`config.mk`:
```
export PLATFORM = sky130hd
export DESIGN_NAME = conv_mac_array
export DESIGN_NICKNAME = d
export VERILOG_FILES = /design/src/hw/conv_pkg.sv /design/src/hw/conv_mac_array.sv
export SDC_FILE = /design/constraint.sdc
export NUM_CORES = 2
export LEC_CHECK = 0
export ABC_AREA = 0
export BUFFER_PORTS_ARGS = -buffer_cell sky130_fd_sc_hd__buf_2
export CAP_MARGIN = 20
export CORE_MARGIN = 1.5
export CORE_UTILIZATION = 35
export DETAILED_ROUTE_END_ITERATION = 10
export SLEW_MARGIN = 10
export SYNTH_ARGS = -nofsm -noshare
export SYNTH_HDL_FRONTEND = slang
export SYNTH_SLANG_ARGS = --single-unit
```
`constraint.sdc`:
```
create_clock -name clk -period 9.6 [get_ports clk]
set_clock_uncertainty 0.1 [all_clocks]
set_input_delay 0.96 -clock clk [delete_from_list [all_inputs] [get_ports clk]]
set_output_delay 0.96 -clock clk [all_outputs]
set_load 0.02 [all_outputs]
```
`src/hw/conv_pkg.sv`:
```
package conv_pkg;

  localparam int PIX_W   = 8;
  localparam int COEF_W  = 8;
  localparam int PROD_W  = PIX_W + COEF_W;
  localparam int SUM_W   = 21;  // 25 * 255 * 255 needs 21 bits
  localparam int TAPS    = 25;
  localparam int WIDTH_W = 12;

  localparam logic [7:0] REG_CTRL    = 8'h00;
  localparam logic [7:0] REG_KERNEL0 = 8'h04;
  localparam logic [7:0] REG_KERNEL1 = 8'h08;
  localparam logic [7:0] REG_KERNEL2 = 8'h0C;
  localparam logic [7:0] REG_KERNEL3 = 8'h10;
  localparam logic [7:0] REG_KERNEL4 = 8'h14;
  localparam logic [7:0] REG_KERNEL5 = 8'h18;
  localparam logic [7:0] REG_KERNEL6 = 8'h1C;  // Holds tap 24 only

  typedef struct packed {
    logic        psel;
    logic        penable;
    logic        pwrite;
    logic [7:0]  paddr;
    logic [31:0] pwdata;
  } apb_req_t;

  typedef struct packed {
    logic [31:0] prdata;
    logic        pready;
    logic        pslverr;
  } apb_rsp_t;

  typedef struct packed {
    logic             valid;
    logic [PIX_W-1:0] pixel;
  } pix_stream_t;

  typedef struct packed {
    logic             valid;
    logic [SUM_W-1:0] sum;
  } res_stream_t;

  typedef logic [TAPS-1:0][COEF_W-1:0] kernel_t;
  typedef logic [TAPS-1:0][PIX_W-1:0]  window_t;  // Row-major order with tap 0 as the oldest pixel
  typedef logic [TAPS-1:0][PROD_W-1:0] prod_vec_t;

  typedef struct packed {
    logic [3:0]         rsvd_hi;
    logic [WIDTH_W-1:0] width;
    logic [14:0]        rsvd_lo;
    logic               enable;
  } ctrl_word_t;

  // One register word, read as coefficients or as control fields by address
  typedef union packed {
    logic [3:0][COEF_W-1:0] coef;
    ctrl_word_t             ctrl;
  } reg_word_u;

endpackage

```
`src/hw/conv_mac_array.sv`:
```
`timescale 1ns/1ps

module conv_mac_array import conv_pkg::*; (
  input  logic      clk,
  input  logic      reset,
  input  logic      pipe_en,
  input  window_t   window,
  input  logic      win_valid,
  input  kernel_t   kernel,
  output prod_vec_t prod,
  output logic      prod_valid
);

  prod_vec_t prod_next;

  // Each tap is an unsigned 8x8 multiply, one per DSP slice
  always_comb begin
    for (int i = 0; i < TAPS; i++) begin
      prod_next[i] = PROD_W'(window[i]) * PROD_W'(kernel[i]);
    end
  end

  always_ff @(posedge clk) begin
    if (pipe_en) begin
      prod <= prod_next;
    end
  end

  always_ff @(posedge clk) begin
    if (reset) begin
      prod_valid <= 1'b0;
    end else if (pipe_en) begin
      prod_valid <= win_valid;
    end
  end

endmodule

```
-- Word-level counts from Yosys, hierarchy flattened
Cells that the tools add are included.
- output and inout bits: 401
- bits of input ports: 404
- logic and storage cells: 51
- register bits after elaboration: 401
- multipliers: 25
- operators with widths (operator ; number):
    8-bit by 8-bit multiplier with 16-bit output ; 25

-- Logic depth before layout (Yosys ltp)
- depth after elaboration: 1
- mapped depth: 17
- depth with buffers taken out: 17

-- Least setup slack after synthesis
Ideal clock, no wire load.
- path kind: in2reg
- from: input window[173] in the netlist's numbering
- to: register prod[349] in the netlist's numbering, data pin
- setup slack: 4.464 ns
- library setup time: 0.258 ns
- required time: 9.242 ns
- stages on the path: 16
- path buffers: 0
- data arrival time: 4.777 ns
- cell sequence: and2_1 > fa_1 > inv_1 > fa_1 > inv_1 > fa_1 > inv_1 > fa_1 > inv_1 > ha_1 > o21ai_0 > a21oi_1 > or4_1 > a41o_1 > a21oi_1 > xnor2_1
- RTL lines (what ; RTL line ; text):
    start, declared ; conv_mac_array.sv:7 ; input window_t window,
    end signal, assigned ; conv_mac_array.sv:25 ; prod <= prod_next;
    end, declared ; conv_mac_array.sv:10 ; output prod_vec_t prod,

==> out/qor.yml <==
critPathTopFamily: "adder cells"
cts_buffers: 60
synthMostInstantiatedCell: "and2_1"
rsz0062_at_grt: "no"
worst_pin_slew_ps: 907
cts.clk_slew.worst_paths_ps: 60
drcViolationCount: 0
slowest_delay_ps: 530
wirelength_mm: 164
cts.sinks: 401
hold_viol: 0
syn_to_final_growth_pct: 14.5
cts_tree: "built"
layout.nets: 9403
synth_nets: 8532
p_leak_nw: 36.8
syn-instance-count: 6328
start_kind: "input port"
num_io_pins: 805
cp_slowest_cell: "fa_1"
crit_chain: "buf_2 > and2_1 > fa_1 > inv_1 > fa_1 > inv_1 > fa_1 > inv_1 > fa_1 > inv_1 > ha_1 > o21ai_0 > a21oi_1 > or4_1 > a41o_1 > a21oi_1 > xnor2_1"
cts-root-buf: "clkbuf_16"
die_w_um: 428
synth_edf_count: 400
dr.pass1.iters: 6
max-vdd-ir-drop_mv: 0.170
worst-setup-path-type: "input port to flop"
cts_setup_buffers: 0
grt_pass1_wl_mm: 263
cts_resized: 0
min_path_type: "input port to flop"
vias_per_cell: 4.76
period_minus_slack_ps: 4790
fin_tns_setup_ps: 0
antenna_found_initial: 44
chipHeight_um: 428
grt-ovfl-total: 0
place.gp.congestion: 0.901
path_max_fanout: 8
syn_avg_cell_area_um2: 10.0
maxCapViolCount: 0
io_buffers: 804
final_cell_area_um2: 72400
drive_above_1_share_pct: 12.7
core_area_um2: 179000
worstSkewPairLatency_ps: 680
synth_seq_cells: 401
utilization_pct: 40.5
hpwl_mm: 138
outcome: "completed"
post_synth_num_cell_types: 56
dieArea_um2: 183000
fin_crit_sh_pct: 49.9
finalMaxSlewViolations: 0
synth_area_leaders: "fa_1, edfxtp_1, ha_1, and2_1, inv_1"
holdBufCountCts: 0
drtIter0Drc: 1715
clk_path_buf_depth: 3
finalSetupViolations: 0
arrival_ps: 5130
cp-end-kind: "flop"
rows: 155
route.vias.total: 45900
yosysTopAreaCell: "fa_1"
synth_top_cell_area_share_pct: 28.5
worst-path-buf-inv: 5
placed_area_um2: 70300
max_clock_freq_mhz: 209
first_global_vias: 48500
worst_hold_slack_ps: 328
required_ps: 9940
synth-main-ff-cell: "edfxtp_1"
power_density_nw_per_um2: 211
synth-seq-area-share_pct: 19.0
drtAntennaViolNets: 0
syn_area_um2: 63300
cts_htree_levels: 2
start_util_pct: 35.3
max_slew_margin_pct: 39.6
grt_max_degree: 123
yosysWarnings: 0
async_reset_ff_share_pct: 0
synthTopCellsByCount: "and2_1, inv_1, fa_1, ha_1, edfxtp_1"
wl_per_cell_um: 17.1
grt.total_usage_pct: 18.0
[where the power goes]
| part | total [mW] | switching, mW | internal [mW] | leakage, nW |
|---|---|---|---|---|
| registers | 3.37 | 0.329 | 3.04 | 3.91 |
| clock network | 2.36 | 0.950 | 1.41 | 0.983 |
| logic | 9.55 | 5.67 | 3.88 | 31.9 |
[worst paths after layout]
path,from,end,slack [ps],depth (start not counted)
hold / removal,reset,prod_valid,330,2
setup / recovery,window[173],prod[349],4810,17
hold reg to reg,prod_valid,prod_valid,420,2
setup reg to reg,prod_valid,prod_valid,8890,2
[cells in the final DEF, fill, tap and decap left out, types with 9 or more instances in the layout]
master / Yosys / routed
o21bai_1: 14 / 14
xor2_1: 65 / 65
or3_1: 11 / 11
buf_2: 0 / 803
clkbuf_16: 0 / 62
o21ai_1: 14 / 14
diode_2: 0 / 28
clkinv_1: 0 / 9
o31ai_1: 19 / 19
edfxtp_1: 400 / 400
nor3_1: 12 / 12
xnor2_1: 178 / 178
a211oi_1: 36 / 36
bufinv_16: 0 / 9
o21a_1: 64 / 64
and4_1: 11 / 11
nand2b_1: 38 / 38
fa_1: 900 / 900
a211o_1: 15 / 15
o21ai_0: 116 / 116
a21oi_1: 222 / 222
clkinv_2: 0 / 9
nor2b_1: 32 / 32
inv_1: 1264 / 1264
nand2_1: 383 / 383
a21o_1: 79 / 79
nor2_1: 159 / 159
a21boi_0: 18 / 18
and2_1: 1280 / 1280
nand3_1: 12 / 12
ha_1: 900 / 900
[area by class of cell]
type                            instances  area [um2]
Fill cell                           17700      107000
Multi-Input combinational cell       4663       46500
Sequential cell                       401       12000
Inverter                             1264        4740
Timing Repair Buffer                  809        4080
Tap cell                             2355        2950
Clock buffer                           69        1580
Clock inverter                         41         470
Antenna cell                           28        70.1
[state kept, by name, summed over array words and instances (netlist names)]
signal      count
prod          400
prod_valid      1
[per-stage QoR]
stage | setup slack, ps | std cells | total power, mW
floorplan | 4460 | 6328 | 10.1
global placement | 4060 | 9492 | 12.9
detailed placement | 4100 | 9492 | 13.0
CTS | 4880 | 9602 | 15.6
global route | 4550 | 9625 | 16.7
finish | 4810 | 9630 | 15.3
[cell families after synthesis]
logic type / count (synthesis) / share of synthesized area, %
mux: 1 / 0.0158
simple gates: 1964 / 17.3
fa+ha+maj: 1800 / 46.3
xor+xnor: 243 / 3.36
buf+inv: 1264 / 7.50
compound gates: 655 / 6.55
flops: 401 / 19.0
[per-layer routing]
layer	GRT usage, %	vias up	wire length (um)
met5	0	-	108
met4	8.70	18	8460
met3	2.70	294	6470
met2	32.4	884	84100
met1	20.7	22800	65100
li1	-	21800	-
(Power assumes the default switching activity.)
