## src/hw/conv_pkg.sv

```systemverilog
package conv_pkg;

  localparam int PIX_W   = 8;
  localparam int COEF_W  = 8;
  localparam int PROD_W  = PIX_W + COEF_W;
  localparam int SUM_W   = 21;  // 25 * 255 * 255 needs 21 bits
  localparam int TAPS    = 25;
  localparam int WIDTH_W = 12;

  localparam logic [7:0] REG_CTRL    = 8'h00;
  localparam logic [7:0] REG_KERNEL0 = 8'h04;
  localparam logic [7:0] REG_KERNEL1 = 8'h08;
  localparam logic [7:0] REG_KERNEL2 = 8'h0C;
  localparam logic [7:0] REG_KERNEL3 = 8'h10;
  localparam logic [7:0] REG_KERNEL4 = 8'h14;
  localparam logic [7:0] REG_KERNEL5 = 8'h18;
  localparam logic [7:0] REG_KERNEL6 = 8'h1C;  // Holds tap 24 only

  typedef struct packed {
    logic        psel;
    logic        penable;
    logic        pwrite;
    logic [7:0]  paddr;
    logic [31:0] pwdata;
  } apb_req_t;

  typedef struct packed {
    logic [31:0] prdata;
    logic        pready;
    logic        pslverr;
  } apb_rsp_t;

  typedef struct packed {
    logic             valid;
    logic [PIX_W-1:0] pixel;
  } pix_stream_t;

  typedef struct packed {
    logic             valid;
    logic [SUM_W-1:0] sum;
  } res_stream_t;

  typedef logic [TAPS-1:0][COEF_W-1:0] kernel_t;
  typedef logic [TAPS-1:0][PIX_W-1:0]  window_t;  // Row-major order with tap 0 as the oldest pixel
  typedef logic [TAPS-1:0][PROD_W-1:0] prod_vec_t;

  typedef struct packed {
    logic [3:0]         rsvd_hi;
    logic [WIDTH_W-1:0] width;
    logic [14:0]        rsvd_lo;
    logic               enable;
  } ctrl_word_t;

  // One register word, read as coefficients or as control fields by address
  typedef union packed {
    logic [3:0][COEF_W-1:0] coef;
    ctrl_word_t             ctrl;
  } reg_word_u;

endpackage

```

## src/hw/conv_apb_regs.sv

```systemverilog
`timescale 1ns/1ps

module conv_apb_regs import conv_pkg::*; (
  input  logic               clk,
  input  logic               reset,
  input  apb_req_t           apb_req,
  output apb_rsp_t           apb_rsp,
  output kernel_t            kernel,
  output logic               enable,
  output logic [WIDTH_W-1:0] width,
  output logic               frame_restart
);

  logic      access;
  logic      wr_en;
  logic      is_ctrl;
  logic      is_kernel;
  logic      addr_err;
  logic [2:0] kword;
  reg_word_u wr_word;
  reg_word_u rd_word;

  assign access    = apb_req.psel && apb_req.penable;
  assign wr_en     = access && apb_req.pwrite;
  assign is_ctrl   = (apb_req.paddr == REG_CTRL);
  assign is_kernel = (apb_req.paddr >= REG_KERNEL0) && (apb_req.paddr <= REG_KERNEL6) &&
                     (apb_req.paddr[1:0] == 2'b00);
  assign addr_err  = access && (apb_req.paddr > REG_KERNEL6);
  assign kword     = apb_req.paddr[4:2] - 3'd1;  // Kernel word 0 sits at 0x04
  assign wr_word   = apb_req.pwdata;

  always_ff @(posedge clk) begin
    if (reset) begin
      kernel        <= '0;
      enable        <= 1'b0;
      width         <= '0;
      frame_restart <= 1'b0;
    end else begin
      frame_restart <= wr_en && is_ctrl;
      if (wr_en && is_ctrl) begin
        enable <= wr_word.ctrl.enable;
        width  <= wr_word.ctrl.width;
      end
      if (wr_en && is_kernel) begin
        for (int b = 0; b < 4; b++) begin
          if (kword * 4 + b < TAPS) begin
            kernel[kword * 4 + b] <= wr_word.coef[b];
          end
        end
      end
    end
  end

  always_comb begin
    rd_word = '0;
    if (is_ctrl) begin
      rd_word.ctrl.enable = enable;
      rd_word.ctrl.width  = width;
    end else if (is_kernel) begin
      for (int b = 0; b < 4; b++) begin
        if (kword * 4 + b < TAPS) begin
          rd_word.coef[b] = kernel[kword * 4 + b];  // Missing taps stay 0
        end
      end
    end
  end

  always_comb begin
    apb_rsp.prdata  = rd_word;
    apb_rsp.pready  = 1'b1;
    apb_rsp.pslverr = addr_err;
  end

  // The master never raises penable outside a selected transfer
  a_penable_needs_psel : assert property (
    @(posedge clk) disable iff (reset)
    apb_req.penable |-> apb_req.psel
  );

endmodule

```

## config.mk

```make
export PLATFORM = sky130hd
export DESIGN_NAME = conv_apb_regs
export DESIGN_NICKNAME = d
export VERILOG_FILES = /design/src/hw/conv_pkg.sv /design/src/hw/conv_apb_regs.sv
export SDC_FILE = /design/constraint.sdc
export NUM_CORES = 1
export LEC_CHECK = 0
export BUFFER_PORTS_ARGS = -buffer_cell sky130_fd_sc_hd__buf_2
export CORE_MARGIN = 4
export CORE_UTILIZATION = 40
export DETAILED_ROUTE_END_ITERATION = 8
export GPL_TIMING_DRIVEN = 0
export REMOVE_ABC_BUFFERS = 1
export SLEW_MARGIN = 20
export SYNTH_ARGS = -nofsm -noshare
export SYNTH_HDL_FRONTEND = slang
export SYNTH_SLANG_ARGS = --single-unit
```

## constraint.sdc

```tcl
create_clock -name clk -period 3.6 [get_ports clk]
set_clock_uncertainty 0.15 [all_clocks]
set_input_delay 0.36 -clock clk [delete_from_list [all_inputs] [get_ports clk]]
set_output_delay 0.36 -clock clk [all_outputs]
set_load 0.005 [all_outputs]
```

* After elaboration in Yosys (flattened, before gate mapping)
Cells that the tools add are included.
** Cells by class
- Add/subtract/negate cells :: 4
- Magnitude comparators :: 15
- Multiplexer cells :: 39
- Reductions and logical operators :: 13
** Operators by type and width (count)
- $mux W200 :: 10
- $bwmux W200 :: 4
- $bmux W8 S5 :: 3
- $demux W8 S5 :: 3
- $ge A32 B1 Y1 const B :: 3
- $lt A32 B5 Y1 const B :: 3
- $mux W8 :: 12
- $mux W32 :: 1
- $bmux W8 S3 :: 1
- $demux W8 S3 :: 1
- $lt A6 B6 Y1 const B :: 3
- $mux W15 :: 1
- $add A5 B2 Y6 const B :: 2
- $mux W12 :: 1
- $logic_and A1 B1 Y1 :: 11
- $ge A8 B3 Y1 const B :: 1
- $gt A8 B5 Y1 const B :: 1
- $le A8 B5 Y1 const B :: 1
- $logic_not A8 Y1 :: 1
- $add A5 B1 Y6 const B :: 1
- $lt A5 B6 Y1 const B :: 1
- $ge A5 B1 Y1 const B :: 1
- $lt A5 B5 Y1 const B :: 1
- $mux W4 :: 1
- 3 further kinds :: 3
** Word-level totals
- Flip-flop bits (word level) :: 214
- Input port bits :: 45
- Output and inout bits :: 248
- Word-level logic and storage cells :: 99

* Logic depth before layout (Yosys ltp)
- Word-level depth :: 19
- Mapped depth :: 13
- Gate-level depth less buffers :: 6

* Worst setup path before layout
No wires, ideal clock.
- Path type :: input -> output
- Start :: in apb_req[34] in the netlist's numbering
- End :: out apb_rsp[4] in the netlist's numbering
- Arrival :: 2.749 ns
- Required time :: 3.090 ns
- Setup slack :: 0.341 ns
- Cell stages on the path :: 11
- Buffers on the path :: 5
- Path through :: clkbuf_1 inv_1 clkbuf_1 clkbuf_1 ha_1 buf_2 xor2_2 buf_2 nand2_1 a311o_1 a221oi_1
** RTL lines
- from (decl) :: RTL line conv_apb_regs.sv:6 : input apb_req_t apb_req,
- to (decl) :: RTL line conv_apb_regs.sv:7 : output apb_rsp_t apb_rsp,

==> metrics.csv <==
metric,value,unit
powerDensity,430,mW/mm²
dpl.hpwl,27.2,mm
die_w,167,µm
maxSlewHeadroom,19.1,%
cts-root-buf,clkbuf_16,
drtIter0Drc,1042,
fp.dieH,167,µm
cts_tree,yes,
first_pass_iters,6,
period_minus_slack,3390,ps
final_cell_mix,"289 x buf_2, 233 x a21oi_1, 214 x dfxtp_1",
drive_above_1_share,28.6,%
gp_congestion,0.797,
first_global_vias,10693,
rsz0062_at_grt,false,
max_cap_viol_count,0,
synth_seq_cells,214,
grt_max_degree,106,
crit_fanout,49,
crit_chain,buf_12 -> inv_6 -> buf_16 -> ha_2 -> a2bb2oi_1 -> o21ai_1 -> nand2_4 -> o32ai_1 -> buf_2,
setup_slack,210,ps
cts_made_buffers,25,
clk_pin_slew,60,ps
cts_max_path_buffers,3,
crit_buf_inv,4,
design.core.area,0.0245,mm²
final_core_util,55.1,%
end_kind,primary output,
worstSetupPathType,in2out,
post-place-ws,-1540,ps
slew_violations,0,
rows,57,
setup_violations,0,
ios,293,
yosysWarnings,0,
crit_arrival,2880,ps
syn_area,0.0101,mm²
area_growth,34.3,%
synth-edff-count,0,
vias,11010,
routed_via_density,5.82,
yosysSeqAreaShare,42.5,%
syn_area_per_cell,7.84,µm²
cp_data_required_time,3090,ps
ant_nets,0,
grt_antenna_before_repair,0,
grtUsageTotal,28.8,%
htree_levels,1,
drc_errors,0,
finalPower,5810,µW
dominantRegCellSynth,dfxtp_1,
synth_cells,1285,
start_kind,input pin,
crit_family,compound AO/OA/AOI/OAI gates,
clk_latency,500,ps
slowest_stage,o32ai_1,
hold_viol_final,0,
max_freq,295,MHz
dieArea,0.0278,mm²
grt_pass1_wl,64.9,mm
final_common_cell,buf_2,
initial_utilization,41.1,%
status,"complete, no violations",
p_leak,0.00550,µW
max-vdd-ir-drop,0.247,mV
n_antenna_cell,0,
async_flop_share,0,%
grt.overflow.total,0,
slowest_delay,490,ps
final_nets,1599,
post_synth_num_cell_types,57,
hold_path_class,in2reg,
wl_per_cell,22.2,µm
fin_crit_sh,94.2,%
portBuffers,291,
tightest_slew,1200,ps
clock_sinks,214,
routed_wl,42.0,mm
-- Yosys cell counts, types with 5 or more instances --
cell      instances  area [µm²]
buf_6             6        67.6
buf_4             7        52.6
nand3_1         149         746
nor3_1           18        90.1
a21oi_1         233        1170
o31ai_1          15         113
dfxtp_1         214        4280
clkbuf_1        100         375
mux2i_1          58         581
o21ai_0         167         836
a22oi_1           5        37.5
buf_1             5        18.8
o21ai_1           7        35.0
nand2_1         166         623
buf_2            15        75.1
a21oi_2          24         210
nor2_1           23        86.3
-- sequential cells by signal (all words and copies together), names as in the netlist --
signal,count
kernel,200
frame_restart,1
width,12
enable,1
-- worst reg2reg max path: stages, from the launching register on --
cell,delay (ps)
dfxtp_1,390
o21ai_0,110
a21oi_1,140
-- cell type report --
class | count | area (µm²)
Multi-Input combinational cell | 934 | 5330
Inverter | 5 | 28.8
Sequential cell | 214 | 4280
Fill cell | 2299 | 11000
Tap cell | 324 | 405
Clock inverter | 13 | 221
Clock buffer | 32 | 692
Timing Repair Buffer | 370 | 2570
-- cells by family (layout without fill, tap and decap cells) --
| kind of cell | after synthesis | count (layout) | synth area share, % |
|---|---|---|---|
| AO/OA/AOI/OAI | 481 | 481 | 26.7 |
| XOR/XNOR | 2 | 2 | 0.248 |
| adder cells (fa/ha/maj) | 4 | 4 | 0.497 |
| buffers and inverters | 138 | 420 | 6.04 |
| flip-flops | 214 | 214 | 42.5 |
| multiplexers | 64 | 64 | 6.66 |
| other | 1 | 1 | 0.0372 |
| AND/OR/NAND/NOR | 381 | 382 | 17.3 |
-- power breakdown --
part	internal (µW)	switching (µW)	total (µW)
sequential	2370	0.730	2370
clock	1780	1030	2810
combinational	208	422	630
total	4360	1450	5810
-- through the flow --
step	TNS [ps]	cells	hold WS, ps	area [µm²]
2_1_floorplan	-450030	1152	272	9480
3_3_place_gp	-1880160	1767	301	11300
3_5_place_dp	-224470	1811	307	12200
4_1_cts	0	1889	0.0920	13500
5_1_grt	0	1892	12.4	13500
6_report	0	1892	12.2	13500
-- path summary, 6_finish.rpt --
kind | slack (ps) | endpoint | cells past startpoint | from
setup / recovery | 210 | apb_rsp[17] | 9 | apb_req[34]
hold / removal | 10 | kernel[3] | 3 | apb_req[3]
hold reg to reg | 310 | width[10] | 2 | width[10]
setup reg to reg | 2740 | kernel[25] | 2 | kernel[25]
-- layer usage --
metal  share of wire, %  global-route usage [%]  vias to the layer above
met5                  0                       0                        -
met4                2.7                    8.15                        0
met3                8.7                    5.17                       70
met2                 47                    46.9                      525
met1                 42                    39.5                     5303
li1                   -                       -                     5112
-- timing repair --
item / in CTS / in global routing
hold buffers: 22 / 0
gates cloned: 1 / 0
endpoints found under the setup margin: 211 / 44
pin swaps: 4 / 1
gates resized for setup: 10 / 3
endpoints found under the hold margin: 63 / 0
setup buffers: 10 / 3
Power figures use the tool's default switching activity.
