===== src/hw/conv_pkg.sv =====
package conv_pkg;

  localparam int PIX_W   = 8;
  localparam int COEF_W  = 8;
  localparam int PROD_W  = PIX_W + COEF_W;
  localparam int SUM_W   = 21;  // 25 * 255 * 255 needs 21 bits
  localparam int TAPS    = 25;
  localparam int WIDTH_W = 12;

  localparam logic [7:0] REG_CTRL    = 8'h00;
  localparam logic [7:0] REG_KERNEL0 = 8'h04;
  localparam logic [7:0] REG_KERNEL1 = 8'h08;
  localparam logic [7:0] REG_KERNEL2 = 8'h0C;
  localparam logic [7:0] REG_KERNEL3 = 8'h10;
  localparam logic [7:0] REG_KERNEL4 = 8'h14;
  localparam logic [7:0] REG_KERNEL5 = 8'h18;
  localparam logic [7:0] REG_KERNEL6 = 8'h1C;  // Holds tap 24 only

  typedef struct packed {
    logic        psel;
    logic        penable;
    logic        pwrite;
    logic [7:0]  paddr;
    logic [31:0] pwdata;
  } apb_req_t;

  typedef struct packed {
    logic [31:0] prdata;
    logic        pready;
    logic        pslverr;
  } apb_rsp_t;

  typedef struct packed {
    logic             valid;
    logic [PIX_W-1:0] pixel;
  } pix_stream_t;

  typedef struct packed {
    logic             valid;
    logic [SUM_W-1:0] sum;
  } res_stream_t;

  typedef logic [TAPS-1:0][COEF_W-1:0] kernel_t;
  typedef logic [TAPS-1:0][PIX_W-1:0]  window_t;  // Row-major order with tap 0 as the oldest pixel
  typedef logic [TAPS-1:0][PROD_W-1:0] prod_vec_t;

  typedef struct packed {
    logic [3:0]         rsvd_hi;
    logic [WIDTH_W-1:0] width;
    logic [14:0]        rsvd_lo;
    logic               enable;
  } ctrl_word_t;

  // One register word, read as coefficients or as control fields by address
  typedef union packed {
    logic [3:0][COEF_W-1:0] coef;
    ctrl_word_t             ctrl;
  } reg_word_u;

endpackage


===== src/hw/conv_adder_tree.sv =====
`timescale 1ns/1ps

module conv_adder_tree import conv_pkg::*; (
  input  logic        clk,
  input  logic        reset,
  input  logic        pipe_en,
  input  prod_vec_t   prod,
  input  logic        prod_valid,
  output res_stream_t res
);

  localparam int LEVELS = 5;
  localparam int L1_W   = PROD_W + 1;
  localparam int L2_W   = PROD_W + 2;
  localparam int L3_W   = PROD_W + 3;
  localparam int L4_W   = PROD_W + 4;

  logic [L1_W-1:0]   lvl1 [13];
  logic [L2_W-1:0]   lvl2 [7];
  logic [L3_W-1:0]   lvl3 [4];
  logic [L4_W-1:0]   lvl4 [2];
  logic [SUM_W-1:0]  sum_q;
  logic [LEVELS-1:0] vld_pipe;

  // Pairs add at each level, an odd operand rides through unchanged
  always_ff @(posedge clk) begin
    if (pipe_en) begin
      for (int i = 0; i < 12; i++) begin
        lvl1[i] <= L1_W'(prod[2*i]) + L1_W'(prod[2*i + 1]);
      end
      lvl1[12] <= L1_W'(prod[24]);

      for (int i = 0; i < 6; i++) begin
        lvl2[i] <= L2_W'(lvl1[2*i]) + L2_W'(lvl1[2*i + 1]);
      end
      lvl2[6] <= L2_W'(lvl1[12]);

      for (int i = 0; i < 3; i++) begin
        lvl3[i] <= L3_W'(lvl2[2*i]) + L3_W'(lvl2[2*i + 1]);
      end
      lvl3[3] <= L3_W'(lvl2[6]);

      for (int i = 0; i < 2; i++) begin
        lvl4[i] <= L4_W'(lvl3[2*i]) + L4_W'(lvl3[2*i + 1]);
      end

      sum_q <= SUM_W'(lvl4[0]) + SUM_W'(lvl4[1]);
    end
  end

  always_ff @(posedge clk) begin
    if (reset) begin
      vld_pipe <= '0;
    end else if (pipe_en) begin
      vld_pipe <= {vld_pipe[LEVELS-2:0], prod_valid};
    end
  end

  always_comb begin
    res.valid = vld_pipe[LEVELS-1];
    res.sum   = sum_q;
  end

  a_res_valid_known : assert property (
    @(posedge clk) disable iff (reset)
    !$isunknown(res.valid)
  );

endmodule


===== config.mk =====
export PLATFORM = sky130hd
export DESIGN_NAME = conv_adder_tree
export DESIGN_NICKNAME = d
export VERILOG_FILES = /design/src/hw/conv_pkg.sv /design/src/hw/conv_adder_tree.sv
export SDC_FILE = /design/constraint.sdc
export NUM_CORES = 1
export LEC_CHECK = 0
export BUFFER_PORTS_ARGS = -buffer_cell sky130_fd_sc_hd__buf_2
export CAP_MARGIN = 5
export CORE_ASPECT_RATIO = 0.5
export CORE_MARGIN = 2
export CORE_UTILIZATION = 50
export CTS_BUF_LIST = sky130_fd_sc_hd__clkbuf_8
export DETAILED_ROUTE_END_ITERATION = 8
export GPL_ROUTABILITY_DRIVEN = 0
export PLACE_DENSITY = 0.85
export SLEW_MARGIN = 20
export SYNTH_ARGS = -nofsm -noshare
export SYNTH_HDL_FRONTEND = slang
export SYNTH_SLANG_ARGS = --single-unit

===== constraint.sdc =====
create_clock -name clk -period 2.5 [get_ports clk]
set_input_delay 0.5 -clock clk [delete_from_list [all_inputs] [get_ports clk]]
set_output_delay 0.5 -clock clk [all_outputs]
set_load 0.05 [all_outputs]

## Word-level counts from Yosys, hierarchy flattened

Memories as Yosys holds them, arrays and structs flattened.
Cells that the tools add are included.

| cells by class | value |
|---|---|
| multipliers | 0 |
| bitwise operators | 0 |
| multiplexer cells | 2 |
| reductions and logical operators | 0 |
| eq/ne operators | 0 |
| shift operators | 0 |
| $lt $le $gt $ge | 0 |
| add/subtract/negate cells | 24 |
| divide/modulo/power cells | 0 |

Operator list:

| cell | number |
|---|---|
| 16-bit by 16-bit adder with 17-bit output | 12 |
| 17-bit by 17-bit adder with 18-bit output | 6 |
| 18-bit by 18-bit adder with 19-bit output | 3 |
| 19-bit by 19-bit adder with 20-bit output | 2 |
| 20-bit by 20-bit adder with 21-bit output | 1 |
| 1-bit 2-to-1 mux | 2 |

| storage, ports and cells | value |
|---|---|
| output and inout port bits | 22 |
| word-level logic and storage cells | 32 |
| ROM bits | 0 |
| RAM bits | 463 |
| latch bits | 0 |
| register bits | 26 |
| memories | 4 |

Memory list:

| name | words | bits a word | read ports | clocked after memory_dff | write ports | RTL line | RTL |
|---|---|---|---|---|---|---|---|
| lvl1 | 13 | 17 | 13 | 0 | 13 | conv_adder_tree.sv:18 | `logic [L1_W-1:0] lvl1 [13];` |
| lvl2 | 7 | 18 | 7 | 0 | 7 | conv_adder_tree.sv:19 | `logic [L2_W-1:0] lvl2 [7];` |
| lvl3 | 4 | 19 | 4 | 0 | 4 | conv_adder_tree.sv:20 | `logic [L3_W-1:0] lvl3 [4];` |
| lvl4 | 2 | 20 | 2 | 0 | 2 | conv_adder_tree.sv:21 | `logic [L4_W-1:0] lvl4 [2];` |

## Longest topological paths before layout

| depth | value |
|---|---|
| word-level depth | 2 |
| depth in mapped cells | 10 |
| gate-level depth less buffers | 10 |

## Worst setup path after synthesis

OpenSTA, ideal clock, no wires.

| path | value |
|---|---|
| kind | input to register |
| start | input port prod[64] (netlist name) |
| end | memory lvl1[0][46] (netlist name), data pin |
| stages on the path | 9 |
| slack | -122 ps |
| data required time | 2,242 ps |
| arrival time | 2,364 ps |
| cells stage by stage | ha_1 -> fa_1 -> a21o_1 -> a21oi_2 -> o21bai_1 -> a2111oi_2 -> o31ai_1 -> a21oi_1 -> xnor2_1 |

RTL lines:

| element | RTL line | RTL |
|---|---|---|
| start: declaration | conv_adder_tree.sv:7 | `input prod_vec_t prod,` |
| end: declaration | conv_adder_tree.sv:18 |  |

==> flow_metrics.tcl <==
set metrics [dict create \
    dieArea_um2 66400 \
    p_total_w 0.0407 \
    maxSlewHeadroom_pct 45.7 \
    grt_use_total_pct 22.9 \
    synth_cell_types 82 \
    reg2reg_to "lvl4[0][38]$_DFFE_PP_" \
    final_cell_mix "edfxtp_1, buf_2, ha_1, a21oi_1, xnor2_1" \
    hold_viol 0 \
    violations "setup timing" \
    grt_antenna_before_repair 4 \
    power.internal_w 0.0249 \
    drc_errors 0 \
    slew_viol_final 0 \
    synth_seq_cells 483 \
    detail_route.iter0.violations 2108 \
    cp.required_ns 2.88 \
    hold_start "prod[384]" \
    overflow 0 \
    layout_commonest_cell "edfxtp_1" \
    synth_flop_cell "edfxtp_1" \
    clock_latency_ns 0.67 \
    grt_pass1_wl_um 123000 \
    cp_max_fo 3 \
    numCtsBuffers 73 \
    synth.avg_cell_area_um2 11.3 \
    synth_edf_count 478 \
    vias 25458 \
    setup_viol 11 \
    timing.final.crit_share_pct 109 \
    sw_frac_of_total_pct 38.8 \
    p_leak_nw 16.5 \
    start_util_pct 50.8 \
    layout_min_cycle_time_ns 2.74 \
    status "finished with violations" \
    fp.dieW_um 362 \
    syn_to_final_growth_pct 20.4 \
    drt.antenna.violating_nets 0 \
    grt_pass1_vias 24826 \
    comb_power_share_pct 50.2 \
    r2r-start "lvl3[2][0]$_DFFE_PP_" \
    via_per_inst 5.79 \
    r2r_slack_ns -0.24 \
    htreeDepth 3 \
    routed_wl_um 80200 \
    yosys_warnings 0 \
    cts.clk_slew.worst_paths_ns 0.08 \
    holdPathEnd "lvl1[1][68]$_DFFE_PP_" \
    root_buffer "clkbuf_8" \
    io_buffers 425 \
    syn_nets 3666 \
    yosysSeqAreaShare_pct 45.0 \
    rr_worst_depth 9 \
    grt_max_degree 74 \
    dp_cells 4223 \
    rsz0062_at_grt "yes" \
    path_class "flip-flop to flip-flop" \
    synthCells 2835 \
    cts_max_path_buffers 3 \
    cts_tree "done" \
    hold_class "primary input to flip-flop" \
    cp-start-kind "flip-flop" \
    postSynth.asyncResetShare_pct 0 \
    endpoint_kind "flip-flop" \
    p_switching_w 0.0158 \
    dp_hpwl_um 60600 \
    setup-tns-final_ns -1.19 \
    crit_arrival_ns 3.11 \
    pin_count 426 \
    finalNonFillerCells 4395 \
    whs_path_depth 1 \
    synthesis.area_um2 32100 \
    finClkSkew_ns 0.0459 \
    p_seq_share_pct 33.7 \
    power_frac_clock_pct 16.2 \
    drive_gt1_share_pct 23.3 \
    maxCapViolations 0 \
    power_density_nw_per_um2 1050 \
    tightest_slew_ns 0.794 \
    fp.dieH_um 183 \
    coreArea_um2 63300 \
    num_rows 65 \
    drt-wirelength-per-cell_um 18.3 \
    clock-sinks 483 \
    fmax_mhz 365 \
    nets 4329 \
    utilization_pct 61.1 \
    detail_route.first_pass.iterations 5 \
    nFillCells 4747 \
    peakVddDrop_mv 0.526 \
    setup_ws_ns -0.237 \
]
## stage by stage
| stage | worst slack (ns) | area (µm²) | hold WS, ns |
|---|---|---|---|
| floorplan | -0.0167 | 32200 | 0.400 |
| global placement | -0.381 | 36500 | 0.400 |
| detailed placement | -0.454 | 36500 | 0.405 |
| CTS | -0.157 | 38100 | 0.00196 |
| global route | -0.308 | 38600 | 0.00754 |
| finish | -0.237 | 38700 | 0.0373 |
## timing repair
action | CTS | global route
hold buffers | 9 | 0
resized for setup | 15 | 100
setup endpoints to repair | 19 | 66
pin swaps | 29 | 63
setup buffers | 11 | 19
hold endpoints to repair | 9 | 0
cloned | 0 | 0
## layer usage
metal	vias to the layer above	global-route usage, %	share of wire, %
met5	-	0	0
met3	218	3.38	5.5
met4	0	7.52	3.5
met1	12194	29.2	42
met2	862	40.3	49
li1	12184	-	-
## logic make-up (layout without fill, tap and decap cells)
kind of cell	count (synthesis)	in the layout	share of synthesized area, %
compound gates	916	916	18.9
xor+xnor	308	308	8.40
fa+ha+maj	427	427	17.2
buf+inv	111	830	1.31
flops	483	483	45.0
mux	8	8	0.249
other cells	0	4	0
simple gates	582	582	8.96
## synthesized netlist by cell type, types with 9 or more instances
master	n	share of area, %
xor2_1	79	2.2
nor2b_1	47	0.92
o21ai_1	11	0.17
xnor2_1	229	6.2
and2_1	16	0.31
and4_1	9	0.25
a31oi_1	36	0.70
a21oi_1	251	3.9
clkbuf_1	14	0.16
a211oi_1	33	0.77
o211ai_1	9	0.21
fa_1	24	1.5
a31o_2	12	0.33
edfxtp_1	478	45
inv_1	94	1.1
nand2b_1	33	0.64
a21boi_0	9	0.21
o31a_1	9	0.25
ha_1	403	16
nor3_1	71	1.1
o21ai_0	154	2.4
nor2_1	198	2.3
or3_1	13	0.25
and3_1	19	0.37
o21a_1	70	1.6
nand3_1	38	0.59
o31ai_1	14	0.33
o21bai_1	53	1.2
nand2_1	84	0.98
a21o_1	149	3.5
nand4_1	13	0.25
## area by class of cell
type                       count  area [µm²]  area share (%)
inverter                      94         353           0.913
antenna                        4        10.0          0.0259
multi-input combinational   2241       17800            45.9
sequential                   483       14500            37.4
timing repair buffer         605        3600            9.31
tap                          837        1050            2.71
clock inverter                56         407            1.05
clock buffer                  75        1030            2.67
## sequential cells by signal, summed over array words and instances, names as in the netlist
register  count
vld_pipe      5
lvl3         73
lvl4         40
lvl1        220
sum_q        21
lvl2        124
## critical path, cell delays in order, from the launching register on
cell      delay (ns)
edfxtp_1        0.38
ha_2            0.22
fa_2            0.35
a21o_1          0.23
a211oi_2        0.26
o21ai_2         0.13
a221oi_2        0.35
or2_1           0.19
nor4b_1         0.06
a311o_1         0.29
## power by group through the flow
stage / combinational (W) / clock [W] / sequential (W)
2_1_floorplan: 0.0130 / 0 / 0.0137
3_3_place_gp: 0.0176 / 0 / 0.0137
3_5_place_dp: 0.0185 / 0 / 0.0137
4_1_cts: 0.0189 / 0.00667 / 0.0136
5_1_grt: 0.0223 / 0.00700 / 0.0138
6_report: 0.0204 / 0.00658 / 0.0137
## worst max path at each step
stage	startpoint	end	slack (ns)	cells past startpoint
finish	lvl3[2][0]$_DFFE_PP_	lvl4[0][38]$_DFFE_PP_	-0.24	9
floorplan	prod[64]	lvl1[0][46]$_DFFE_PP_	-0.02	9
global route	lvl3[2][0]$_DFFE_PP_	lvl4[0][38]$_DFFE_PP_	-0.31	9
CTS	lvl3[2][0]$_DFFE_PP_	lvl4[0][38]$_DFFE_PP_	-0.16	9
global placement	prod[128]	lvl1[0][84]$_DFFE_PP_	-0.38	10
detailed placement	prod[128]	lvl1[0][84]$_DFFE_PP_	-0.45	10
Power figures use the tool's default switching activity.
